==> src/source/sdhc_pkg.sv <==
/* Register map, BLOCK register layout and PRESENT bit positions.
   Block size is in bytes and wider sizes are truncated to MaxBlockBits. */
`default_nettype none

package sdhc_pkg;

  // Defaults for the buffer depth and the block size width
  localparam int unsigned DEF_NUM_WORDS      = 16;
  localparam int unsigned DEF_MAX_BLOCK_BITS = 10;

  // Host register addresses
  typedef enum logic [3:0] {
    BLOCK     = 4'd0,
    XFER_MODE = 4'd1,
    DATA_PORT = 4'd2,
    PRESENT   = 4'd3
  } reg_addr_e;

  // BLOCK register, count in the upper half
  typedef struct packed {
    logic [15:0] block_count;
    logic [3:0]  reserved;
    logic [11:0] block_size;
  } blk_reg_t;

  // Written as a raw word, decoded as fields
  typedef union packed {
    logic [31:0] raw;
    blk_reg_t    fields;
  } blk_reg_u;

  // PRESENT word bits
  localparam int unsigned PS_WR_EN_BIT = 0;
  localparam int unsigned PS_RD_EN_BIT = 1;

  // Multi/single block select in XFER_MODE
  localparam int unsigned XM_MULTI_BIT = 5;

endpackage

`default_nettype wire

==> src/source/buf_fifo_if.sv <==
/* Link between the buffer control and the word queue.
   Length counts words and ranges from zero to NumWords. */
`timescale 1ns/1ps
`default_nettype none

interface buf_fifo_if #(
  parameter int unsigned NumWords = 16
);
  localparam int unsigned LenW = $clog2(NumWords + 1);

  // Control side
  logic            en;
  logic            push;
  logic [31:0]     push_data;
  logic            pop;

  // Storage side
  logic [31:0]     pop_data;
  logic            full;
  logic            empty;
  logic [LenW-1:0] length;

  modport ctrl (
    output en, push, push_data, pop,
    input  pop_data, full, empty, length
  );

  modport store (
    input  en, push, push_data, pop,
    output pop_data, full, empty, length
  );

endinterface

`default_nettype wire

==> src/source/word_fifo.sv <==
/* First-word-fall-through queue on a register array, no SRAM macro.
   A push into a full queue is dropped and a pop from an empty one is ignored.
   Low en empties the queue at the next edge. */
`timescale 1ns/1ps
`default_nettype none

module word_fifo import sdhc_pkg::*; #(
  parameter int unsigned NumWords = DEF_NUM_WORDS
) (
  input  wire logic  clk_i,
  input  wire logic  rst_n_i,
  buf_fifo_if.store  fifo_if
);
  localparam int unsigned PtrW = (NumWords > 1) ? $clog2(NumWords) : 1;
  localparam int unsigned LenW = $clog2(NumWords + 1);

  logic [31:0]     mem [NumWords];
  logic [PtrW-1:0] rd_ptr_q;
  logic [PtrW-1:0] wr_ptr_q;
  logic [LenW-1:0] len_q;
  logic            do_push;
  logic            do_pop;

  // Wrap at NumWords so non power of two depths work
  function automatic logic [PtrW-1:0] ptr_inc(input logic [PtrW-1:0] ptr);
    logic [PtrW-1:0] nxt;
    if (ptr == PtrW'(NumWords - 1)) begin
      nxt = '0;
    end else begin
      nxt = ptr + PtrW'(1);
    end
    return nxt;
  endfunction

  assign fifo_if.full     = (len_q == LenW'(NumWords));
  assign fifo_if.empty    = (len_q == '0);
  assign fifo_if.length   = len_q;
  assign fifo_if.pop_data = mem[rd_ptr_q];

  assign do_push = fifo_if.push && !fifo_if.full;
  assign do_pop  = fifo_if.pop && !fifo_if.empty;

  // Pointers and fill level
  always_ff @(posedge clk_i) begin
    if (!rst_n_i || !fifo_if.en) begin
      rd_ptr_q <= '0;
      wr_ptr_q <= '0;
      len_q    <= '0;
    end else begin
      if (do_push) begin
        wr_ptr_q <= ptr_inc(wr_ptr_q);
      end
      if (do_pop) begin
        rd_ptr_q <= ptr_inc(rd_ptr_q);
      end
      case ({do_push, do_pop})
        2'b10:   len_q <= len_q + LenW'(1);
        2'b01:   len_q <= len_q - LenW'(1);
        default: len_q <= len_q;
      endcase
    end
  end

  // Storage array
  always_ff @(posedge clk_i) begin
    if (do_push) begin
      mem[wr_ptr_q] <= fifo_if.push_data;
    end
  end

endmodule

`default_nettype wire

==> src/source/data_buffer.sv <==
/* Buffer control for one operation at a time; read_op_i takes priority.
   Enables compare free or stored bytes against block_size, counted per block.
   Multi-block mode counts block_count down to one. No infinite transfers. */
`timescale 1ns/1ps
`default_nettype none

module data_buffer import sdhc_pkg::*; #(
  parameter int unsigned NumWords     = DEF_NUM_WORDS,
  parameter int unsigned MaxBlockBits = DEF_MAX_BLOCK_BITS
) (
  input  wire logic        clk_i,
  input  wire logic        rst_n_i,
  input  wire logic        read_op_i,
  input  wire logic        write_op_i,

  // Card stream out during a write operation
  input  wire logic        card_rready_i,
  output logic             card_rvalid_o,
  output logic [31:0]      card_rdata_o,

  // Card stream in during a read operation
  input  wire logic        card_wvalid_i,
  input  wire logic [31:0] card_wdata_i,
  output logic             card_wready_o,

  output logic             empty_o,

  input  wire blk_reg_u    blk_i,
  input  wire logic        multi_blk_i,

  // Host data port
  input  wire logic        dp_wr_i,
  input  wire logic [31:0] dp_wdata_i,
  input  wire logic        dp_rd_i,
  output logic [31:0]      dp_rdata_o,

  // Present-state and block count next values
  output logic             wr_en_o,
  output logic             rd_en_o,
  output logic             blk_cnt_load_o,
  output logic [15:0]      blk_cnt_o,

  buf_fifo_if.ctrl         fifo_if
);
  localparam int unsigned LenW  = $clog2(NumWords + 1);
  localparam int unsigned ByteW = LenW + 2;
  localparam int unsigned CmpW  = (ByteW > MaxBlockBits) ? ByteW : MaxBlockBits;
  localparam int unsigned SizeW = MaxBlockBits + 1;
  localparam int unsigned WordW = MaxBlockBits - 1;

  logic [MaxBlockBits-1:0] block_size;
  logic [SizeW-1:0]        size_rnd;
  logic [WordW-1:0]        last_word;
  logic [WordW-1:0]        word_cnt_q;
  logic [WordW-1:0]        word_cnt_d;
  logic [ByteW-1:0]        stored_bytes;
  logic [ByteW-1:0]        free_bytes;
  logic                    has_space;
  logic                    has_block;
  logic                    dp_access;
  logic                    blk_end;

  assign block_size = MaxBlockBits'(blk_i.fields.block_size);

  // Words per block rounded up
  assign size_rnd  = {1'b0, block_size} + SizeW'(3);
  assign last_word = size_rnd[MaxBlockBits:2] - WordW'(1);

  assign stored_bytes = {fifo_if.length, 2'b00};
  assign free_bytes   = ByteW'(NumWords * 4) - stored_bytes;
  assign has_space    = CmpW'(free_bytes) >= CmpW'(block_size);
  assign has_block    = CmpW'(stored_bytes) >= CmpW'(block_size);

  // Flush whenever no operation runs
  assign fifo_if.en = read_op_i || write_op_i;
  assign empty_o    = fifo_if.empty;

  assign card_rdata_o = fifo_if.pop_data;
  assign dp_rdata_o   = fifo_if.pop_data;
  assign blk_cnt_o    = blk_i.fields.block_count - 16'd1;

  assign dp_access = (read_op_i && dp_rd_i) || (write_op_i && dp_wr_i);
  assign blk_end   = dp_access && (word_cnt_q == last_word);

  always_comb begin
    fifo_if.push      = 1'b0;
    fifo_if.push_data = dp_wdata_i;
    fifo_if.pop       = 1'b0;
    card_rvalid_o     = 1'b0;
    card_wready_o     = 1'b0;
    wr_en_o           = 1'b0;
    rd_en_o           = 1'b0;
    blk_cnt_load_o    = 1'b0;

    if (read_op_i) begin
      // Card fills, host drains
      card_wready_o     = has_space;
      fifo_if.push      = card_wvalid_i && has_space;
      fifo_if.push_data = card_wdata_i;
      fifo_if.pop       = dp_rd_i;
      rd_en_o           = has_block;
    end else if (write_op_i) begin
      // Host fills, card drains a whole block
      card_rvalid_o = has_block;
      fifo_if.pop   = card_rready_i && has_block;
      fifo_if.push  = dp_wr_i;
      wr_en_o       = has_space;
    end

    // Count down with a one-cycle gap in the enables while more blocks follow
    if (blk_end && multi_blk_i && (blk_i.fields.block_count != 16'd1)) begin
      blk_cnt_load_o = 1'b1;
      wr_en_o        = 1'b0;
      rd_en_o        = 1'b0;
    end
  end

  always_comb begin
    word_cnt_d = word_cnt_q;
    if (blk_end) begin
      word_cnt_d = '0;
    end else if (dp_access) begin
      word_cnt_d = word_cnt_q + WordW'(1);
    end
  end

  always_ff @(posedge clk_i) begin
    if (!rst_n_i || !fifo_if.en) begin
      word_cnt_q <= '0;
    end else begin
      word_cnt_q <= word_cnt_d;
    end
  end

endmodule

`default_nettype wire

==> src/source/host_reg_port.sv <==
/* Host register port with single-cycle strobes and no back-pressure.
   Read data returns one cycle after reg_rd_i; unmapped addresses read zero. */
`timescale 1ns/1ps
`default_nettype none

module host_reg_port import sdhc_pkg::*; (
  input  wire logic        clk_i,
  input  wire logic        rst_n_i,

  input  wire logic        reg_wr_i,
  input  wire logic        reg_rd_i,
  input  wire logic [3:0]  reg_addr_i,
  input  wire logic [31:0] reg_wdata_i,
  output logic [31:0]      reg_rdata_o,
  output logic             reg_rvalid_o,

  output blk_reg_u         blk_o,
  output logic             multi_blk_o,

  output logic             dp_wr_o,
  output logic [31:0]      dp_wdata_o,
  output logic             dp_rd_o,
  input  wire logic [31:0] dp_rdata_i,

  input  wire logic        wr_en_i,
  input  wire logic        rd_en_i,
  input  wire logic        blk_cnt_load_i,
  input  wire logic [15:0] blk_cnt_i
);
  reg_addr_e   addr;
  blk_reg_u    blk_q;
  logic [31:0] xfer_q;
  logic        wr_en_q;
  logic        rd_en_q;
  logic [31:0] rdata_d;
  logic [31:0] rdata_q;
  logic        rvalid_q;

  assign addr = reg_addr_e'(reg_addr_i);

  // Data port accesses become strobes toward the buffer
  assign dp_wr_o    = reg_wr_i && (addr == DATA_PORT);
  assign dp_rd_o    = reg_rd_i && (addr == DATA_PORT);
  assign dp_wdata_o = reg_wdata_i;

  assign blk_o        = blk_q;
  assign multi_blk_o  = xfer_q[XM_MULTI_BIT];
  assign reg_rdata_o  = rdata_q;
  assign reg_rvalid_o = rvalid_q;

  always_ff @(posedge clk_i) begin
    if (!rst_n_i) begin
      blk_q.raw <= '0;
      xfer_q    <= '0;
      wr_en_q   <= 1'b0;
      rd_en_q   <= 1'b0;
      rvalid_q  <= 1'b0;
    end else begin
      // Host write wins over a count reload in the same cycle
      if (reg_wr_i && (addr == BLOCK)) begin
        blk_q.raw <= reg_wdata_i;
      end else if (blk_cnt_load_i) begin
        blk_q.fields.block_count <= blk_cnt_i;
      end
      if (reg_wr_i && (addr == XFER_MODE)) begin
        xfer_q <= reg_wdata_i;
      end
      wr_en_q  <= wr_en_i;
      rd_en_q  <= rd_en_i;
      rvalid_q <= reg_rd_i;
    end
  end

  // Readback mux
  always_comb begin
    rdata_d = '0;
    case (addr)
      BLOCK:     rdata_d = blk_q.raw;
      XFER_MODE: rdata_d = xfer_q;
      DATA_PORT: rdata_d = dp_rdata_i;
      PRESENT: begin
        rdata_d[PS_WR_EN_BIT] = wr_en_q;
        rdata_d[PS_RD_EN_BIT] = rd_en_q;
      end
      default:   rdata_d = '0;
    endcase
  end

  always_ff @(posedge clk_i) begin
    if (reg_rd_i) begin
      rdata_q <= rdata_d;
    end
  end

endmodule

`default_nettype wire

==> src/source/sdhc_data_top.sv <==
/* Data buffer path of the SD host, without SD bus, CRC, DMA or interrupts.
   read_op_i and write_op_i must not be high together. */
`timescale 1ns/1ps
`default_nettype none

module sdhc_data_top import sdhc_pkg::*; #(
  parameter int unsigned NumWords     = DEF_NUM_WORDS,
  parameter int unsigned MaxBlockBits = DEF_MAX_BLOCK_BITS
) (
  input  wire logic        clk_i,
  input  wire logic        rst_n_i,
  input  wire logic        read_op_i,
  input  wire logic        write_op_i,

  // Host register port
  input  wire logic        reg_wr_i,
  input  wire logic        reg_rd_i,
  input  wire logic [3:0]  reg_addr_i,
  input  wire logic [31:0] reg_wdata_i,
  output logic [31:0]      reg_rdata_o,
  output logic             reg_rvalid_o,

  // Card streams
  input  wire logic        card_rready_i,
  output logic             card_rvalid_o,
  output logic [31:0]      card_rdata_o,
  input  wire logic        card_wvalid_i,
  input  wire logic [31:0] card_wdata_i,
  output logic             card_wready_o,

  output logic             empty_o
);
  blk_reg_u    blk;
  logic        multi_blk;
  logic        dp_wr;
  logic [31:0] dp_wdata;
  logic        dp_rd;
  logic [31:0] dp_rdata;
  logic        wr_en;
  logic        rd_en;
  logic        blk_cnt_load;
  logic [15:0] blk_cnt;

  buf_fifo_if #(.NumWords(NumWords)) u_fifo_if ();

  host_reg_port u_host_reg_port (
    .clk_i          (clk_i),
    .rst_n_i        (rst_n_i),
    .reg_wr_i       (reg_wr_i),
    .reg_rd_i       (reg_rd_i),
    .reg_addr_i     (reg_addr_i),
    .reg_wdata_i    (reg_wdata_i),
    .reg_rdata_o    (reg_rdata_o),
    .reg_rvalid_o   (reg_rvalid_o),
    .blk_o          (blk),
    .multi_blk_o    (multi_blk),
    .dp_wr_o        (dp_wr),
    .dp_wdata_o     (dp_wdata),
    .dp_rd_o        (dp_rd),
    .dp_rdata_i     (dp_rdata),
    .wr_en_i        (wr_en),
    .rd_en_i        (rd_en),
    .blk_cnt_load_i (blk_cnt_load),
    .blk_cnt_i      (blk_cnt)
  );

  data_buffer #(
    .NumWords     (NumWords),
    .MaxBlockBits (MaxBlockBits)
  ) u_data_buffer (
    .clk_i          (clk_i),
    .rst_n_i        (rst_n_i),
    .read_op_i      (read_op_i),
    .write_op_i     (write_op_i),
    .card_rready_i  (card_rready_i),
    .card_rvalid_o  (card_rvalid_o),
    .card_rdata_o   (card_rdata_o),
    .card_wvalid_i  (card_wvalid_i),
    .card_wdata_i   (card_wdata_i),
    .card_wready_o  (card_wready_o),
    .empty_o        (empty_o),
    .blk_i          (blk),
    .multi_blk_i    (multi_blk),
    .dp_wr_i        (dp_wr),
    .dp_wdata_i     (dp_wdata),
    .dp_rd_i        (dp_rd),
    .dp_rdata_o     (dp_rdata),
    .wr_en_o        (wr_en),
    .rd_en_o        (rd_en),
    .blk_cnt_load_o (blk_cnt_load),
    .blk_cnt_o      (blk_cnt),
    .fifo_if        (u_fifo_if.ctrl)
  );

  word_fifo #(
    .NumWords (NumWords)
  ) u_word_fifo (
    .clk_i   (clk_i),
    .rst_n_i (rst_n_i),
    .fifo_if (u_fifo_if.store)
  );

endmodule

`default_nettype wire

==> config.mk <==
export PLATFORM = sky130hd
export DESIGN_NAME = sdhc_data_top
export DESIGN_NICKNAME = d
export VERILOG_FILES = /design/src/source/sdhc_pkg.sv /design/src/source/buf_fifo_if.sv /design/src/source/word_fifo.sv /design/src/source/data_buffer.sv /design/src/source/host_reg_port.sv /design/src/source/sdhc_data_top.sv
export SDC_FILE = /design/constraint.sdc
export NUM_CORES = 1
export LEC_CHECK = 0
export BUFFER_PORTS_ARGS = -buffer_cell sky130_fd_sc_hd__clkbuf_2
export CORE_UTILIZATION = 63
export CTS_BUF_LIST = sky130_fd_sc_hd__clkbuf_4
export DETAILED_ROUTE_END_ITERATION = 10
export PLACE_DENSITY = 0.86
export REMOVE_ABC_BUFFERS = 1
export SYNTH_ARGS = -nofsm -noshare
export SYNTH_HDL_FRONTEND = slang
export SYNTH_HIERARCHICAL = 1
export SYNTH_SLANG_ARGS = --single-unit
==> constraint.sdc <==
create_clock -name clk_i -period 7.6 [get_ports clk_i]
set_clock_uncertainty 0.1 [all_clocks]
set_input_delay 1.52 -clock clk_i [delete_from_list [all_inputs] [get_ports clk_i]]
set_output_delay 1.52 -clock clk_i [all_outputs]
set_load 0.05 [all_outputs]
* After elaboration in Yosys (flattened, before gate mapping)
Memories as Yosys holds them, arrays and structs flattened. A register that Yosys moved wholly into a read port is not among the register bits. Index checks and enable logic that the tools add are counted. W data, S select, Z words.
Operators by class: mux-type cells 20, add/sub/neg operators 9, $lt $le $gt $ge 2, reductions and logical operators 27, equal/unequal tests 10, bitwise gates (word level) 3
Operators by type and width (count):
- $pmux W30 S3 | 1
- $mux W16 | 2
- $mux W32 | 1
- $ge A7 B10 Y1 | 2
- $mux W4 | 4
- $ne A16 B1 Y1 const B | 1
- $sub A16 B1 Y16 const B | 1
- $logic_and A1 B1 Y1 | 13
- $add A10 B2 Y11 const B | 1
- $mux W1 | 10
- $pmux W5 S2 | 1
- $add A9 B1 Y9 const B | 1
- $eq A9 B9 Y1 | 1
- $sub A9 B1 Y9 const B | 1
- $add A4 B1 Y4 const B | 2
- $eq A4 B2 Y1 const B | 2
- $eq A4 B4 Y1 const B | 2
- $pmux W2 S4 | 1
- $sub A7 B7 Y7 const A | 1
- $add A5 B1 Y5 const B | 1
- $eq A5 B5 Y1 const B | 1
- $logic_not A5 Y1 | 1
- $sub A5 B1 Y5 const B | 1
- $eq A4 B1 Y1 const B | 1
- 10 further kinds | 18
Storage, ports and cells: memories 1, bits of input ports 76, word-level logic and storage cells 83, bits in registers 121, RAM bits 512, output and inout bits 68
Memories:
- u_word_fifo.mem | words 16, width 32, read ports 1, clocked after memory_dff 1, write ports 1, RTL line word_fifo.sv:17 | logic [31:0] mem [NumWords];

* Longest topological paths before layout
depth after elaboration 10, mapped depth 19, mapped depth without buffers 17

* Hierarchy
Netlist, hierarchy kept.
Modules (own cells, without submodules):
- word_fifo | times used 1, cells each 912, seq. area each 15715.1 um^2, area each 20131.8 um^2
- host_reg_port | times used 1, cells each 416, seq. area each 2302.2 um^2, area each 4450.5 um^2
- data_buffer | times used 1, cells each 287, seq. area each 180.2 um^2, area each 2285.9 um^2

* Worst setup path after synthesis
No wires, ideal clock.
kind input port to flip-flop, from in reg_addr_i[0], to mem u_word_fifo.mem[0][0], enable pin, arrival 6.382 ns, slack 0.605 ns, stages on the path 10, path through buf_2 > nor4b_4 > buf_2 > and2_1 > nand2_1 > o21ai_0 > o21a_4 > clkinv_2 > buf_6 > nor4b_1
Between the ends: longest elaborated chain between the ends 7
Ends and longest elaborated chain:
- start, declared | RTL line sdhc_data_top.sv:18 | input wire logic [3:0] reg_addr_i,
- $eq A4 B2 Y1 | RTL line host_reg_port.sv:42 | assign dp_wr_o = reg_wr_i && (addr == DATA_PORT);
- $logic_and A1 B1 Y1 | RTL line host_reg_port.sv:42
- named net dp_wr | RTL line sdhc_data_top.sv:35 | logic dp_wr;
- $mux W1 | RTL line data_buffer.sv:102 | end else if (write_op_i) begin
- $mux W1 | RTL line data_buffer.sv:95 | if (read_op_i) begin
- named net u_fifo_if.push | RTL line buf_fifo_if.sv:13 | logic push;
- $logic_and A1 B1 Y1 | RTL line word_fifo.sv:40 | assign do_push = fifo_if.push && !fifo_if.full;
- $mux W1 | RTL line word_fifo.sv:66 | if (do_push) begin
- $mux W1 (not written as such) | RTL line word_fifo.sv:67 | mem[wr_ptr_q] <= fifo_if.push_data;
- end, declared | RTL line word_fifo.sv:17
The timed path passes the listed nets, and every way through them passes these cells.

==> flow_metrics.tcl <==
set metrics [dict create \
    power_mw 7.112 \
    worstSkewPairLatency_ps 860 \
    gp_congestion 0.8601 \
    r2r-end "u_word_fifo/fifo_if.length[4]$_SDFFE_PP0P_" \
    clk_pin_slew_ps 60 \
    final-setup-viol-count 0 \
    fin_area_mm2 0.02944 \
    drt_iter0_markers 1776 \
    vias 15840 \
    rrSetupSlack_ps 3170 \
    postCtsSetupRepairBufs 0 \
    fp.dieArea_mm2 0.04347 \
    cp-end-kind "output port" \
    num_io_pins 144 \
    fin_nets 1854 \
    grt_pass1_vias 16550 \
    antenna_left 0 \
    syn_area_mm2 0.02686 \
    core_mm2 0.04204 \
    maxSlewHeadroom_pct 10.89 \
    cp.arrival_ps 3730 \
    synthCells 1614 \
    yosysWarningCount 6 \
    holdCritStartpoint "u_host_reg_port/blk_o[10]$_SDFFE_PN0P_" \
    max-cap-violations 0 \
    crit_path_max_fanout 65 \
    dpl.cell_count 2139 \
    drc 0 \
    p_leak_nw 10.70 \
    area_growth_pct 9.599 \
    hold_path_depth 2 \
    holdPathEnd "u_host_reg_port/blk_o[10]$_SDFFE_PN0P_" \
    cts_resized 0 \
    hpwl_um 36780 \
    rsz0062_at_grt "no" \
    rows 75 \
    dieHeight_um 208.5 \
    num-fill-cells 2550 \
    required_ps 5980 \
    numCtsBuffers 154 \
    cts_tree "built" \
    fmax_mhz 186.8 \
    clockRootBuffer "clkbuf_4" \
    antenna_found_initial 1 \
    grt_max_degree 76 \
    wl_per_cell_um 26.67 \
    clock_sinks 637 \
    reg2reg_depth 17 \
    finalHoldViolations 0 \
    critical_path_class "reg2out" \
    syn_area_per_cell_um2 16.64 \
    status "completed" \
    overflow 0 \
    wl_um 64550 \
    grt_pass1_wl_um 97000 \
    clk_path_buf_depth 3 \
    cts_htree_levels 4 \
    dpl_cell_area_mm2 0.02743 \
    cp-start-kind "register" \
    rr_startpoint "u_host_reg_port/blk_o[2]$_SDFFE_PN0P_" \
    multi_input_area_mm2 0.007436 \
    fin_crit_sh_pct 70.46 \
    die_w_um 208.5 \
    hold_buffers 0 \
    irDropWorstVdd_mv 0.1901 \
    numPortBuffers 143 \
    grtUsageTotal_pct 30.41 \
    power.density_mw_per_mm2 241.6 \
    maxSlewViolCount 0 \
    first_pass_iters 6 \
    instances_no_fill 2420 \
    start_util_pct 63.90 \
    worst_pin_slew_ps 1337 \
    period_needed_ps 5355 \
    ff_latch_area_mm2 0.01821 \
    via_per_inst 6.546 \
    layout-drive-gt1-share_pct 33.40 \
    hold_class "reg2reg" \
]
==> worst max path at each step <==
stage	from	to
floorplan	register	card_rdata_o[0]
global placement	reg_addr_i[0]	u_word_fifo/fifo_if.length[4]$_SDFFE_PP0P_
detailed placement	read_op_i	u_word_fifo/fifo_if.length[4]$_SDFFE_PP0P_
CTS	register	card_rdata_o[6]
global route	register	card_rdata_o[6]
finish	register	card_rdata_o[0]
==> critical path, stage by stage, from the launching register on <==
cell and delay [ps]:
dfxtp_4 1010, buf_4 670, mux4_2 440, a22oi_1 270, nand2_1 150, clkbuf_2 270
==> placed cells by master (no fill, tap or decap), drive strengths merged, types with 15 or more instances in the layout <==
| cell | count |
|---|---|
| edfxtp | 544 |
| clkbuf | 373 |
| nand2 | 162 |
| mux4 | 128 |
| dfxtp | 93 |
| mux2i | 69 |
| a22oi | 66 |
| inv | 52 |
| mux2 | 48 |
| clkinv | 41 |
| a222oi | 30 |
| buf | 27 |
| nor2 | 25 |
| xor2 | 23 |
| nor3 | 23 |
| ha | 22 |
| o21ai | 15 |
==> per-stage QoR <==
stage / utilization, % / worst slack, ps / setup TNS [ps] / hold slack, ps
2_1_floorplan: - / -487.1 / -15560 / 337.5
3_3_place_gp: 65.24 / 2566 / 0 / 344.0
3_5_place_dp: 65.24 / 2475 / 0 / 353.8
4_1_cts: 70.03 / 2150 / 0 / 360.8
5_1_grt: 70.04 / 2108 / 0 / 385.4
6_report: 70.04 / 2245 / 0 / 361.3
==> flip-flops by register name (all words and copies together), names as in the netlist, named ones only <==
name and cells:
u_host_reg_port/reg_rvalid_o 1, u_host_reg_port/blk_o 32, u_host_reg_port/xfer_q 32, u_host_reg_port/reg_rdata_o 32, u_word_fifo/wr_ptr_q 4, u_host_reg_port/rd_en_q 1, u_word_fifo/rd_ptr_q 4, u_word_fifo/fifo_if.length 5
u_data_buffer/word_cnt_q 9, u_word_fifo/mem 512, u_host_reg_port/wr_en_q 1
==> report_power, final <==
part | leakage, nW | internal, mW | switching, mW | total [mW]
clock network | 1.19 | 1.49 | 1.33 | 2.82
registers | 5.69 | 3.85 | 0.0184 | 3.86
logic | 3.81 | 0.120 | 0.305 | 0.424
total | 10.7 | 5.46 | 1.65 | 7.11
==> area by class of cell <==
class | count | area share (%)
clock inverters | 49 | 0.9519
clock buffers | 231 | 5.890
well taps | 539 | 2.291
inverters | 49 | 0.6289
repair buffers | 169 | 3.145
diodes | 1 | 0.008499
multi-input cells | 745 | 25.25
flip-flops and latches | 637 | 61.83
==> metal layers <==
layer | track usage, % | share of wire (%)
met5 | 0 | 0
met4 | 16.22 | 4.5
met3 | 7.562 | 10
met2 | 49.81 | 50
met1 | 37.61 | 36
Power figures use the tool's default switching activity.
